<file path="src/ooo_pkg.sv">
package ooo_pkg;

    // Datapath and machine sizes
    localparam int XLEN          = 32;
    localparam int NUM_ARCH_REGS = 32;
    localparam int REG_W         = 5;
    localparam int TAG_W         = 4;
    localparam int RS_DEPTH      = 8;
    localparam int RS_IDX_W      = $clog2(RS_DEPTH);
    localparam int RS_CNT_W      = $clog2(RS_DEPTH) + 1;
    localparam int AGE_W         = 4;
    localparam int MUL_LATENCY   = 3;

    // RV32I encodings used by the decoder
    localparam logic [6:0] OPC_OP     = 7'b0110011;
    localparam logic [6:0] OPC_OP_IMM = 7'b0010011;
    localparam logic [6:0] F7_BASE    = 7'b0000000;
    localparam logic [6:0] F7_ALT     = 7'b0100000;
    localparam logic [6:0] F7_MULDIV  = 7'b0000001;
    localparam logic [2:0] F3_ADD     = 3'b000;
    localparam logic [2:0] F3_SLT     = 3'b010;
    localparam logic [2:0] F3_XOR     = 3'b100;
    localparam logic [2:0] F3_OR      = 3'b110;
    localparam logic [2:0] F3_AND     = 3'b111;

    typedef enum logic [2:0] {
        OP_ADD, OP_SUB, OP_AND, OP_OR, OP_XOR, OP_SLT, OP_MUL, OP_ADDI
    } op_t;

    // Same 32-bit word seen as R-type or as I-type
    typedef union packed {
        struct packed {
            logic [6:0]       funct7;
            logic [REG_W-1:0] rs2;
            logic [REG_W-1:0] rs1;
            logic [2:0]       funct3;
            logic [REG_W-1:0] rd;
            logic [6:0]       opcode;
        } r_view;
        struct packed {
            logic [11:0]      imm12;
            logic [REG_W-1:0] rs1;
            logic [2:0]       funct3;
            logic [REG_W-1:0] rd;
            logic [6:0]       opcode;
        } i_view;
    } rv_inst_u;

    // Source operand, value is meaningful only once ready
    typedef struct packed {
        logic [XLEN-1:0]  value;
        logic [TAG_W-1:0] tag;
        logic             ready;
    } operand_t;

    typedef struct packed {
        op_t              op;
        logic [REG_W-1:0] rd;
        logic [TAG_W-1:0] tag;
        operand_t         src1;
        operand_t         src2;
        logic             valid;
    } rs_entry_t;

    typedef struct packed {
        op_t              op;
        logic [TAG_W-1:0] tag;
        logic [REG_W-1:0] rd;
        logic [XLEN-1:0]  opa;
        logic [XLEN-1:0]  opb;
    } exec_req_t;

    typedef struct packed {
        logic             valid;
        logic [TAG_W-1:0] tag;
        logic [REG_W-1:0] rd;
        logic [XLEN-1:0]  value;
    } cdb_t;

    // Capture a broadcast result into a waiting operand
    function automatic operand_t wake_operand(operand_t op, cdb_t bus);
        operand_t res;
        res = op;
        if (!op.ready && bus.valid && (bus.tag == op.tag)) begin
            res.value = bus.value;
            res.ready = 1'b1;
        end
        return res;
    endfunction

endpackage

</file>
<file path="src/execute_stage.sv">
`timescale 1ns/1ps

module execute_stage (
    input  logic               clk,
    input  logic               rst,
    input  logic               issue_valid,
    input  ooo_pkg::exec_req_t issue_req,
    output ooo_pkg::cdb_t      cdb
);
    import ooo_pkg::*;

    logic            alu_valid;
    logic [XLEN-1:0] alu_result;
    logic [XLEN-1:0] mul_lo;
    // Product stages ahead of the CDB register, which is the last stage
    cdb_t            mul_pipe [MUL_LATENCY-1];

    assign alu_valid = issue_valid && (issue_req.op != OP_MUL);
    // Low word only, upper half is never consumed
    assign mul_lo    = issue_req.opa * issue_req.opb;

    always_comb begin
        unique case (issue_req.op)
            OP_ADD,
            OP_ADDI: alu_result = issue_req.opa + issue_req.opb;
            OP_SUB:  alu_result = issue_req.opa - issue_req.opb;
            OP_AND:  alu_result = issue_req.opa & issue_req.opb;
            OP_OR:   alu_result = issue_req.opa | issue_req.opb;
            OP_XOR:  alu_result = issue_req.opa ^ issue_req.opb;
            OP_SLT:  alu_result = {{(XLEN-1){1'b0}},
                                   $signed(issue_req.opa) < $signed(issue_req.opb)};
            default: alu_result = '0;
        endcase
    end

    // Valid bits of the multiplier pipe and the CDB
    always_ff @(posedge clk) begin
        if (rst) begin
            for (int k = 0; k < MUL_LATENCY - 1; k++) begin
                mul_pipe[k].valid <= 1'b0;
            end
            cdb.valid <= 1'b0;
        end else begin
            mul_pipe[0].valid <= issue_valid && (issue_req.op == OP_MUL);
            for (int k = 1; k < MUL_LATENCY - 1; k++) begin
                mul_pipe[k].valid <= mul_pipe[k-1].valid;
            end
            cdb.valid <= mul_pipe[MUL_LATENCY-2].valid || alu_valid;
        end
    end

    // Payload path
    always_ff @(posedge clk) begin
        mul_pipe[0].tag   <= issue_req.tag;
        mul_pipe[0].rd    <= issue_req.rd;
        mul_pipe[0].value <= mul_lo;
        for (int k = 1; k < MUL_LATENCY - 1; k++) begin
            mul_pipe[k].tag   <= mul_pipe[k-1].tag;
            mul_pipe[k].rd    <= mul_pipe[k-1].rd;
            mul_pipe[k].value <= mul_pipe[k-1].value;
        end
        // Multiplier wins the merge, the station keeps ALU out of its slot
        if (mul_pipe[MUL_LATENCY-2].valid) begin
            cdb.tag   <= mul_pipe[MUL_LATENCY-2].tag;
            cdb.rd    <= mul_pipe[MUL_LATENCY-2].rd;
            cdb.value <= mul_pipe[MUL_LATENCY-2].value;
        end else begin
            cdb.tag   <= issue_req.tag;
            cdb.rd    <= issue_req.rd;
            cdb.value <= alu_result;
        end
    end

    assert property (@(posedge clk) disable iff (rst)
        !(alu_valid && mul_pipe[MUL_LATENCY-2].valid))
        else $error("execute_stage: ALU and MUL collide on the CDB");

endmodule

</file>
<file path="config.mk">
export PLATFORM = sky130hd
export DESIGN_NAME = execute_stage
export DESIGN_NICKNAME = d
export VERILOG_FILES = /design/src/ooo_pkg.sv /design/src/execute_stage.sv
export SDC_FILE = /design/constraint.sdc
export NUM_CORES = 1
export LEC_CHECK = 0
export BUFFER_PORTS_ARGS = -buffer_cell sky130_fd_sc_hd__buf_2
export CORE_UTILIZATION = 44
export CTS_CLUSTER_DIAMETER = 80
export DETAILED_ROUTE_END_ITERATION = 7
export HOLD_SLACK_MARGIN = 0.05
export PLACE_DENSITY_LB_ADDON = 0.12
export SYNTH_ARGS = -nofsm -noshare
export SYNTH_HDL_FRONTEND = slang
export SYNTH_SLANG_ARGS = --single-unit
</file>
<file path="constraint.sdc">
create_clock -name clk -period 6.4 [get_ports clk]
set_input_delay 0.32 -clock clk [delete_from_list [all_inputs] [get_ports clk]]
set_output_delay 0.32 -clock clk [all_outputs]
set_load 0.03 [all_outputs]
</file>
==> flow_metrics.tcl <==
set metrics [dict create \
    drv_cap 0 \
    io_pins 121 \
    start_util_pct 44.6 \
    dominantRegCellSynth "dfxtp_1" \
    avgRoutedWirePerCell_um 24.6 \
    synthAdderAreaFrac_pct 47.8 \
    worstSetupStartpointType "primary input" \
    die_area_mm2 0.0530 \
    maxSlewHeadroom_pct 29.8 \
    postRouteAntennaNets 0 \
    async_flop_share_pct 0 \
    first_pass_iters 6 \
    avgSynthCellArea_um2 8.50 \
    grtUsageTotal_pct 36.0 \
    antenna_found_initial 2 \
    tns_ns 0 \
    synthMostInstantiatedCell "inv_1" \
    cts_buffers 17 \
    rsz0062_at_grt "true" \
    grt_pass1_vias 21500 \
    finalSetupViolations 0 \
    routed_wl_mm 92.9 \
    synth-simple-area-share_pct 14.0 \
    io_buffers 120 \
    drc_errors 0 \
    dieWidth_um 230 \
    arrival_ns 6.67 \
    clock_sinks 126 \
    hold_depth 3 \
    synth.top_cell.area_share_pct 35.8 \
    drtIter0Drc 1755 \
    worstSetupPathType "in2reg" \
    rows 83 \
    postLayoutCoreUtil_pct 54.8 \
    max-clock-path-buffers 2 \
    cp-end-kind "flip-flop" \
    yosys.area.top_type "fa_1" \
    ys_types 76 \
    grt_max_degree 48 \
    reg2reg_slack_ns 3.80 \
    synth_top_family_by_area "adder cells" \
    core-area_mm2 0.0514 \
    via_count 21100 \
    htree_levels 4 \
    ys_seq_area_share_pct 11.0 \
    insertion_delay_ns 0.49 \
    nets 3798 \
    post-route-period-util_pct 98.7 \
    ff2ff_path_depth 5 \
    status "complete, no violations" \
    routed_via_density 5.56 \
    path_clk_slew_ns 0.09 \
    final_hold_viol_count 0 \
    post_synth_xor_area_fraction_pct 3.71 \
    timing.rr.start "mul_pipe[1][41]" \
    max_clock_freq_mhz 158 \
    synth_mux_area_share_pct 0.710 \
    drv_slew 0 \
    tightestPinTransition_ns 1.05 \
    hold_end "cdb[41]" \
    synth_top_cells_by_area "fa_1, ha_1, dfxtp_1, inv_1, nor2_1" \
    stdcell_count 3784 \
    min-delay-start "issue_valid" \
    placed_cells 3718 \
    worstPathMaxFanout 6 \
    grt_pass1_wl_mm 138 \
    cts_tree "yes" \
    place_hpwl_mm 78.0 \
    synth_common_cells "inv_1, fa_1, nor2_1" \
    timing.rr.end "cdb[23]" \
    syn_inst 2696 \
    synth-warning-count 0 \
    die_y_um 230 \
    synth_seq_cells 126 \
    worstPathRequired_ns 6.76 \
    min-delay-path-class "in2reg" \
    finClkSkew_ns 0.0185 \
    cts_root_buf "clkbuf_16" \
    final_layout_size_suffix_gt1_share_pct 21.0 \
    netlist_area_mm2 0.0229 \
    timing.hold.ws_ns 0.0765 \
    synth_edf_count 0 \
    area_growth_pct 22.9 \
    gr-total-overflow 0 \
    gp_congestion 0.989 \
    period_minus_slack_ns 6.31 \
    synth_compound_area_share_pct 12.7 \
    synth_nets 3404 \
]
==> critical path: stages <==
cell	delay [ns]
buf_8	0.08
clkinvlp_4	0.19
buf_12	0.21
nor2_4	0.09
fa_1	0.45
fa_1	0.55
inv_1	0.05
fa_1	0.47
fa_1	0.55
inv_2	0.05
ha_4	0.24
ha_4	0.26
fa_1	0.43
fa_1	0.62
ha_4	0.24
buf_6	0.12
nand3_4	0.10
nor2_4	0.05
a2111oi_4	0.29
buf_4	0.20
nor4b_4	0.06
o31ai_1	0.25
nand2b_1	0.15
a31oi_2	0.20
mux2i_1	0.26
o2111ai_2	0.16
==> per-layer routing <==
layer,vias to the layer above,GRT usage [%],part of all wire [%]
li1,9293,-,-
met1,10600,48.9,42
met2,979,56.7,46
met3,155,6.93,8.4
met4,2,13.3,3.9
met5,-,0,0.014
==> stage by stage <==
step | area (µm²) | setup slack, ns
after floorplan | 23100 | -0.00244
after global placement | 26800 | -0.749
after detailed placement | 26800 | -0.781
after CTS | 27600 | 0.00935
after global routing | 28200 | -0.100
final | 28200 | 0.0854
==> flip-flops by register name, summed over array words and instances (netlist names) <==
name	cells
mul_pipe	84
cdb	42
==> layout by cell type (no fill, tap or decap), types with 20 or more instances in the layout <==
master	instances
inv_1	452
fa_1	400
nor2_1	373
buf_4	339
nand2_1	279
ha_1	204
dfxtp_1	125
buf_2	114
a21oi_1	96
xnor2_1	79
o21ai_0	67
o22ai_1	29
a21o_1	26
a211oi_1	22
a22oi_1	20
==> logic make-up (layout without fill, tap and decap cells) <==
kind of cell	after synthesis	count (layout)
AOI/OAI and AO/OA	432	432
other	0	1
muxes	15	15
xor gates and xnor gates	97	97
and+or+nand+nor	786	786
adders and majority gates	629	629
DFF	126	126
buffers and inverters	611	1018
==> cell type report <==
class / count / area [µm²]
Antenna cell: 1 / 2.50
Timing Repair Buffer: 499 / 3770
Fill cell: 4886 / 23200
Sequential cell: 126 / 2520
Clock buffer: 17 / 425
Inverter: 485 / 1870
Tap cell: 680 / 851
Clock inverter: 15 / 190
Multi-Input combinational cell: 1959 / 18500
Timing Repair inverter: 2 / 15.0
==> how the worst max path moves through the flow <==
stage / startpoint / to
2_1_floorplan: issue_req[43] / mul_pipe[0][31]
3_3_place_gp: issue_req[5] / mul_pipe[0][29]
3_5_place_dp: issue_req[5] / mul_pipe[0][29]
4_1_cts: issue_req[39] / mul_pipe[0][30]
5_1_grt: issue_req[7] / mul_pipe[0][25]
6_report: issue_req[7] / mul_pipe[0][25]
==> timing repair <==
item                       in CTS  in global routing
buffers inserted                9                 13
setup endpoints to repair       6                 12
cloned                          1                  1
hold endpoints to repair       12                  0
hold buffers                   10                  0
resized for setup              15                105
pin swaps                       2                 45
Power is left out: the tool's default activity adds up to more than one toggle a clock period on the data nets, which glitch-free logic cannot reach.
