## src/ooo_pkg.sv

```systemverilog
package ooo_pkg;

    // Datapath and machine sizes
    localparam int XLEN          = 32;
    localparam int NUM_ARCH_REGS = 32;
    localparam int REG_W         = 5;
    localparam int TAG_W         = 4;
    localparam int RS_DEPTH      = 8;
    localparam int RS_IDX_W      = $clog2(RS_DEPTH);
    localparam int RS_CNT_W      = $clog2(RS_DEPTH) + 1;
    localparam int AGE_W         = 4;
    localparam int MUL_LATENCY   = 3;

    // RV32I encodings used by the decoder
    localparam logic [6:0] OPC_OP     = 7'b0110011;
    localparam logic [6:0] OPC_OP_IMM = 7'b0010011;
    localparam logic [6:0] F7_BASE    = 7'b0000000;
    localparam logic [6:0] F7_ALT     = 7'b0100000;
    localparam logic [6:0] F7_MULDIV  = 7'b0000001;
    localparam logic [2:0] F3_ADD     = 3'b000;
    localparam logic [2:0] F3_SLT     = 3'b010;
    localparam logic [2:0] F3_XOR     = 3'b100;
    localparam logic [2:0] F3_OR      = 3'b110;
    localparam logic [2:0] F3_AND     = 3'b111;

    typedef enum logic [2:0] {
        OP_ADD, OP_SUB, OP_AND, OP_OR, OP_XOR, OP_SLT, OP_MUL, OP_ADDI
    } op_t;

    // Same 32-bit word seen as R-type or as I-type
    typedef union packed {
        struct packed {
            logic [6:0]       funct7;
            logic [REG_W-1:0] rs2;
            logic [REG_W-1:0] rs1;
            logic [2:0]       funct3;
            logic [REG_W-1:0] rd;
            logic [6:0]       opcode;
        } r_view;
        struct packed {
            logic [11:0]      imm12;
            logic [REG_W-1:0] rs1;
            logic [2:0]       funct3;
            logic [REG_W-1:0] rd;
            logic [6:0]       opcode;
        } i_view;
    } rv_inst_u;

    // Source operand, value is meaningful only once ready
    typedef struct packed {
        logic [XLEN-1:0]  value;
        logic [TAG_W-1:0] tag;
        logic             ready;
    } operand_t;

    typedef struct packed {
        op_t              op;
        logic [REG_W-1:0] rd;
        logic [TAG_W-1:0] tag;
        operand_t         src1;
        operand_t         src2;
        logic             valid;
    } rs_entry_t;

    typedef struct packed {
        op_t              op;
        logic [TAG_W-1:0] tag;
        logic [REG_W-1:0] rd;
        logic [XLEN-1:0]  opa;
        logic [XLEN-1:0]  opb;
    } exec_req_t;

    typedef struct packed {
        logic             valid;
        logic [TAG_W-1:0] tag;
        logic [REG_W-1:0] rd;
        logic [XLEN-1:0]  value;
    } cdb_t;

    // Capture a broadcast result into a waiting operand
    function automatic operand_t wake_operand(operand_t op, cdb_t bus);
        operand_t res;
        res = op;
        if (!op.ready && bus.valid && (bus.tag == op.tag)) begin
            res.value = bus.value;
            res.ready = 1'b1;
        end
        return res;
    endfunction

endpackage

```

## src/dispatch_stage.sv

```systemverilog
`timescale 1ns/1ps

module dispatch_stage (
    input  logic               clk,
    input  logic               rst,
    input  logic               inst_valid,
    input  ooo_pkg::rv_inst_u  inst_word,
    output logic               inst_ready,
    input  logic               rs_full,
    input  ooo_pkg::cdb_t      cdb,
    output ooo_pkg::rs_entry_t disp_entry
);
    import ooo_pkg::*;

    logic             accept;
    op_t              dec_op;
    logic             dec_ok;
    operand_t         rs1_op;
    operand_t         rs2_op;
    operand_t         src2_sel;
    logic [TAG_W-1:0] next_tag;
    rs_entry_t        disp_q;

    assign inst_ready = ~rs_full;
    assign accept     = inst_valid & inst_ready;

    // Decode opcode and funct fields
    always_comb begin
        dec_op = OP_ADD;
        dec_ok = 1'b0;
        if (inst_word.r_view.opcode == OPC_OP) begin
            unique case ({inst_word.r_view.funct7, inst_word.r_view.funct3})
                {F7_BASE, F3_ADD}:   begin dec_op = OP_ADD; dec_ok = 1'b1; end
                {F7_ALT, F3_ADD}:    begin dec_op = OP_SUB; dec_ok = 1'b1; end
                {F7_BASE, F3_AND}:   begin dec_op = OP_AND; dec_ok = 1'b1; end
                {F7_BASE, F3_OR}:    begin dec_op = OP_OR;  dec_ok = 1'b1; end
                {F7_BASE, F3_XOR}:   begin dec_op = OP_XOR; dec_ok = 1'b1; end
                {F7_BASE, F3_SLT}:   begin dec_op = OP_SLT; dec_ok = 1'b1; end
                {F7_MULDIV, F3_ADD}: begin dec_op = OP_MUL; dec_ok = 1'b1; end
                default:             dec_ok = 1'b0;
            endcase
        end else if ((inst_word.i_view.opcode == OPC_OP_IMM)
                     && (inst_word.i_view.funct3 == F3_ADD)) begin
            dec_op = OP_ADDI;
            dec_ok = 1'b1;
        end
    end

    rename_table u_rename (
        .clk       (clk),
        .rst       (rst),
        .rs1_addr  (inst_word.r_view.rs1),
        .rs2_addr  (inst_word.r_view.rs2),
        .rs1_op    (rs1_op),
        .rs2_op    (rs2_op),
        .alloc_en  (accept),
        .alloc_rd  (inst_word.r_view.rd),
        .alloc_tag (next_tag),
        .cdb       (cdb)
    );

    // ADDI takes the sign-extended immediate as a ready operand
    always_comb begin
        src2_sel = rs2_op;
        if (dec_op == OP_ADDI) begin
            src2_sel.value = {{(XLEN-12){inst_word.i_view.imm12[11]}}, inst_word.i_view.imm12};
            src2_sel.tag   = '0;
            src2_sel.ready = 1'b1;
        end
    end

    // Control state
    always_ff @(posedge clk) begin
        if (rst) begin
            disp_q.valid <= 1'b0;
            next_tag     <= '0;
        end else begin
            disp_q.valid <= accept;
            if (accept) begin
                next_tag <= next_tag + 1'b1;
            end
        end
    end

    // Entry payload
    always_ff @(posedge clk) begin
        if (accept) begin
            disp_q.op   <= dec_op;
            disp_q.rd   <= inst_word.r_view.rd;
            disp_q.tag  <= next_tag;
            disp_q.src1 <= rs1_op;
            disp_q.src2 <= src2_sel;
        end
    end

    // Wake the held entry too, else a result in this cycle would be missed
    always_comb begin
        disp_entry      = disp_q;
        disp_entry.src1 = wake_operand(disp_q.src1, cdb);
        disp_entry.src2 = wake_operand(disp_q.src2, cdb);
    end

    assert property (@(posedge clk) disable iff (rst) accept |-> dec_ok)
        else $error("dispatch_stage: accepted unsupported instruction %h", inst_word);

endmodule

```

## src/rename_table.sv

```systemverilog
`timescale 1ns/1ps

module rename_table (
    input  logic                       clk,
    input  logic                       rst,
    input  logic [ooo_pkg::REG_W-1:0]  rs1_addr,
    input  logic [ooo_pkg::REG_W-1:0]  rs2_addr,
    output ooo_pkg::operand_t          rs1_op,
    output ooo_pkg::operand_t          rs2_op,
    input  logic                       alloc_en,
    input  logic [ooo_pkg::REG_W-1:0]  alloc_rd,
    input  logic [ooo_pkg::TAG_W-1:0]  alloc_tag,
    input  ooo_pkg::cdb_t              cdb
);
    import ooo_pkg::*;

    // Architectural values plus the tag of the youngest producer
    logic [XLEN-1:0]          reg_val [NUM_ARCH_REGS];
    logic [TAG_W-1:0]         reg_tag [NUM_ARCH_REGS];
    logic [NUM_ARCH_REGS-1:0] pending;

    // One read port, x0 is hardwired ready zero
    function automatic operand_t read_reg(logic [REG_W-1:0] addr);
        operand_t res;
        if (addr == '0) begin
            res = '{value: '0, tag: '0, ready: 1'b1};
        end else if (pending[addr]) begin
            // Producer may be broadcasting right now
            res = wake_operand('{value: '0, tag: reg_tag[addr], ready: 1'b0}, cdb);
        end else begin
            res = '{value: reg_val[addr], tag: '0, ready: 1'b1};
        end
        return res;
    endfunction

    // Both ports follow the map and the CDB as well as the address
    always_comb begin
        rs1_op = read_reg(rs1_addr);
        rs2_op = read_reg(rs2_addr);
    end

    always_ff @(posedge clk) begin
        if (rst) begin
            pending <= '0;
            // Architectural state starts at zero
            for (int i = 0; i < NUM_ARCH_REGS; i++) begin
                reg_val[i] <= '0;
            end
        end else begin
            for (int i = 1; i < NUM_ARCH_REGS; i++) begin
                // Retire only if this register still waits on that tag
                if (cdb.valid && pending[i] && (reg_tag[i] == cdb.tag)) begin
                    reg_val[i] <= cdb.value;
                    pending[i] <= 1'b0;
                end
                // A new producer overrides the retirement
                if (alloc_en && (alloc_rd == REG_W'(i))) begin
                    pending[i] <= 1'b1;
                    reg_tag[i] <= alloc_tag;
                end
            end
        end
    end

endmodule

```

## config.mk

```make
export PLATFORM = sky130hd
export DESIGN_NAME = dispatch_stage
export DESIGN_NICKNAME = d
export VERILOG_FILES = /design/src/ooo_pkg.sv /design/src/dispatch_stage.sv /design/src/rename_table.sv
export SDC_FILE = /design/constraint.sdc
export NUM_CORES = 2
export LEC_CHECK = 0
export BUFFER_PORTS_ARGS = -buffer_cell sky130_fd_sc_hd__buf_2
export CORE_MARGIN = 3
export CORE_UTILIZATION = 50
export CTS_CLUSTER_DIAMETER = 50
export DETAILED_ROUTE_END_ITERATION = 10
export GPL_TIMING_DRIVEN = 0
export PLACE_DENSITY = 0.64
export SYNTH_ARGS = -nofsm -noshare
export SYNTH_HDL_FRONTEND = slang
export SYNTH_SLANG_ARGS = --single-unit
```

## constraint.sdc

```tcl
create_clock -name clk -period 7.9 [get_ports clk]
set_input_delay 1.185 -clock clk [delete_from_list [all_inputs] [get_ports clk]]
set_output_delay 1.185 -clock clk [all_outputs]
set_load 0.05 [all_outputs]
```

==> tab_implementation.tex <==
\begin{tabular}{lr}
\hline
Metric & Value \\
\hline
\multicolumn{2}{l}{\textbf{Run status}} \\
\quad Status & finished with violations \\
\quad Violations in the final reports & capacitance limit, slew limit \\
\multicolumn{2}{l}{\textbf{Clock tree}} \\
\quad Root Buffer & clkbuf\_16 \\
\quad CTS H-Tree Depth & 4 \\
\quad TritonCTS clock tree & done \\
\quad Number of sinks on the clock net & 1,238 \\
\quad Number of post-CTS setup repair buffers & 0 \\
\quad Clock latency at the later pin of the worst-skew pair & 0.79 ns \\
\quad Worst-case clock buffer depth & 3 \\
\quad Number of hold buffers added after cts & 0 \\
\quad Clock buffer count from CTS & 145 \\
\quad Clock slew at reported path FFs & 0.06 ns \\
\quad Post-cts gate resize count & 0 \\
\multicolumn{2}{l}{\textbf{Routing}} \\
\quad Post-Route WL & 224 mm \\
\quad Number of search-and-repair iterations in the first detailed-routing pass & 8 \\
\quad DRC viols & 0 \\
\quad Initial drt markers & 7,540 \\
\quad Average vias per placed instance & 6.96 \\
\quad DR vias & 41,300 \\
\quad Drt wl/cell & 37.7 um \\
\quad Residual antenna-violating net count after detailed routing & 0 \\
\multicolumn{2}{l}{\textbf{Finish}} \\
\quad Share of final-layout standard cells stronger than drive strength 1 & 34.2\% \\
\quad Non-filler instance count after layout & 5,939 \\
\quad Area growth from synthesis to layout & 14.4\% \\
\quad Post-layout net count & 4,255 \\
\multicolumn{2}{l}{\textbf{Hold path}} \\
\quad Class of the tightest hold or removal check & register to register \\
\multicolumn{2}{l}{\textbf{Synth}} \\
\quad Most common flop cell mapped by yosys & edfxtp\_1 \\
\quad Synth area leaders & edfxtp\_1 58\%, mux4\_2 22\%, nor2\_1 3.9\% \\
\quad Mapped Cells & 3,771 \\
\quad Unique masters post-synth & 75 \\
\quad Count of warnings emitted by yosys & 0 \\
\quad \#FFs+latches synth & 1,238 \\
\quad Number of enable flip-flop cells after synthesis & 1,202 \\
\quad Top-area cell type share of the netlist area & 57.8\% \\
\quad Post-synthesis average cell area & 16.6 um2 \\
\quad Cell accounting for the most synthesized area & edfxtp\_1 \\
\quad Synth async-reset ratio & 0\% \\
\quad Number of nets produced by synthesis & 3,850 \\
\quad Most used standard cell by instance count after synthesis & edfxtp\_1 \\
\quad Sequential fraction of the synthesis area & 59.0\% \\
\quad Cell area after technology mapping & 62,400 um2 \\
\quad Most frequent cells after synthesis & 1,202 x edfxtp\_1, 646 x nor2\_1, 621 x mux4\_2 \\
\multicolumn{2}{l}{\textbf{Timing}} \\
\quad Post-Route Hold Slack & 0.509 ns \\
\quad Final-layout setup total negative slack & 0 ns \\
\quad Transition time of the tightest slew-check pin & 1.51 ns \\
\quad Tightest slew margin relative to the limit & -0.925\% \\
\quad Final hold violation count & 0 \\
\quad Final count of negative-setup-slack endpoints & 0 \\
\quad FMAX & 170 MHz \\
\quad Post-route fraction of the period consumed by the critical path & 74.4\% \\
\quad Post-Route Skew & 0.0294 ns \\
\quad Unrepaired setup endpoints after global routing & no \\
\quad Slew Viols, Final & 11 \\
\quad Shortest clock period the worst path allows after layout & 5.88 ns \\
\multicolumn{2}{l}{\textbf{Die}} \\
\quad Top-level I/O count & 166 \\
\quad Horizontal die dimension & 359 um \\
\quad Starting utilization of the core area & 50.4\% \\
\quad Overall die area & 129,000 um2 \\
\quad Area of the core & 124,000 um2 \\
\quad Die Ht & 359 um \\
\quad Std cell rows & 129 \\
\multicolumn{2}{l}{\textbf{GRT}} \\
\quad Wire length of the first global-routing pass & 309 mm \\
\quad Global route overflow & 0 \\
\quad Antenna violations before repair & 9 \\
\quad Global Route Usage Sum & 34.5\% \\
\quad Number of global-route vias before repair & 40,300 \\
\quad Maximum number of pins on one net before global-route repair & 42 \\
\multicolumn{2}{l}{\textbf{Place}} \\
\quad Instance count after placement with tap cells included & 5,664 \\
\quad GPL Wtd Cong & 0.979 \\
\quad Sum of net half-perimeters after detailed placement & 164 mm \\
\quad Number of port buffers & 151 \\
\multicolumn{2}{l}{\textbf{Worst setup path}} \\
\quad Kind of critical path & input pin to register \\
\quad Worst-path fanout max & 10 \\
\quad Arrival time at the worst endpoint & 6.41 ns \\
\quad Worst setup EP type & register \\
\quad Element type at the critical path start & input pin \\
\quad Required time at the worst-slack endpoint & 8.44 ns \\
\multicolumn{2}{l}{\textbf{Pwr}} \\
\quad Total power of the final layout & 16,500 uW \\
\quad Worst voltage drop across the vdd grid & 0.237 mV \\
\quad Leak pwr & 0.0252 uW \\
\quad Power density normalized to cell area & 232 nW/um2 \\
\multicolumn{2}{l}{\textbf{Flow run}} \\
\quad Number of maximum-capacitance violations & 1 \\
\hline
\end{tabular}
report_power, final:
group          switching, uW  internal (uW)  leakage [uW]
clock network           2860           4030       0.00235
registers                131           7500        0.0124
logic                   1230            785        0.0105
cell families (layout without fill, tap and decap cells):
group | Yosys count | in the layout | share of synthesized area [%]
multiplexers | 861 | 861 | 27.1
flip-flops | 1238 | 1238 | 59.0
buffers and inverters | 418 | 943 | 3.02
AO/OA/AOI/OAI | 280 | 280 | 3.61
AND/OR/NAND/NOR | 855 | 855 | 5.62
other | 0 | 6 | 0
adder cells (fa/ha/maj) | 1 | 1 | 0.0200
XOR/XNOR | 118 | 118 | 1.65
critical path, cell delays in order:
cell and delay (ns):
buf_2 0.25, buf_2 0.43, buf_2 0.56, buf_2 0.44
buf_2 0.58, clkbuf_1 0.97, mux4_2 0.46, mux4_2 0.55
mux2i_1 0.57, o21ai_0 0.18, a21o_1 0.20
registers in the layout, indices dropped and copies added (netlist names):
signal	cells
disp_entry	21
next_tag	4
disp_q	66
u_rename.pending	31
u_rename.reg_val	992
u_rename.reg_tag	124
final timing paths:
| path | startpoint | end | slack, ns | depth (start not counted) |
|---|---|---|---|---|
| worst max-delay path | inst_word[21] | disp_q[37]$_DFFE_PP_ | 2.02 | 11 |
| worst min-delay path | u_rename.pending[24]$_SDFFE_PP0P_ | u_rename.pending[24]$_SDFFE_PP0P_ | 0.51 | 2 |
| worst max register to register | u_rename.reg_tag[20][3]$_DFFE_PP_ | disp_q[9]$_DFFE_PP_ | 4.13 | 9 |
| worst min register to register | u_rename.pending[24]$_SDFFE_PP0P_ | u_rename.pending[24]$_SDFFE_PP0P_ | 0.51 | 2 |
stage by stage:
step	util (%)	worst slack, ns	instance area [um2]
2_1_floorplan	-	1.47	62400
3_3_place_gp	52.7	-4.22	65300
3_5_place_dp	53.7	1.64	66500
4_1_cts	57.7	2.23	71400
5_1_grt	57.7	2.01	71400
6_report	57.7	2.02	71400
cells in the final DEF (no fill, tap or decap), types with 8 or more instances in the layout:
master      Yosys  routed
inv_1          60      59
mux4_2        621     621
nand3_1        22      22
nor2_1        646     646
a22o_1         67      67
xor2_1         86      86
nand4_1        14      14
clkbuf_1      191     214
clkbuf_16       0     149
mux2_2        139     139
o21ai_0        26      25
o41ai_2         0      13
inv_6           0      15
mux4_1         23      23
buf_4          31     110
a21o_1         23      23
a211o_1         8       8
xnor2_1        32      32
buf_2          85     237
o22ai_1        23      23
buf_1          38      37
nand2_1        77      60
a21oi_1         9       9
a31o_2         49      49
bufinv_16       0      16
nand2_2         1      18
buf_12          2      19
clkinvlp_4      0      11
clkinv_1        1      17
nand2b_1       14      14
dfxtp_1        36      32
clkinv_2        0      18
buf_6           6      12
nor3_1         41      41
a221o_1         9       9
mux2i_1        78      78
edfxtp_1     1202    1202
metal layers:
metal  vias to the layer above  share of wire, %  global-route usage (%)
met1                     21400                36                    47.1
met5                         -             0.061                   0.518
met4                         8               3.5                    11.8
li1                      16000                 -                       -
met3                       459                16                    14.7
met2                      3389                44                    50.0
final cells by class:
type	count	area [um2]
antenna	6	15.0
fill	9450	52400
buffer	355	1650
sequential	1238	36800
inverter	63	239
timing repair buffer	258	1880
clock inverter	92	1040
tap	1637	2050
clock buffer	175	3840
multi-input combinational	2115	23900
Note: power is estimated with default switching activity, not from simulation.
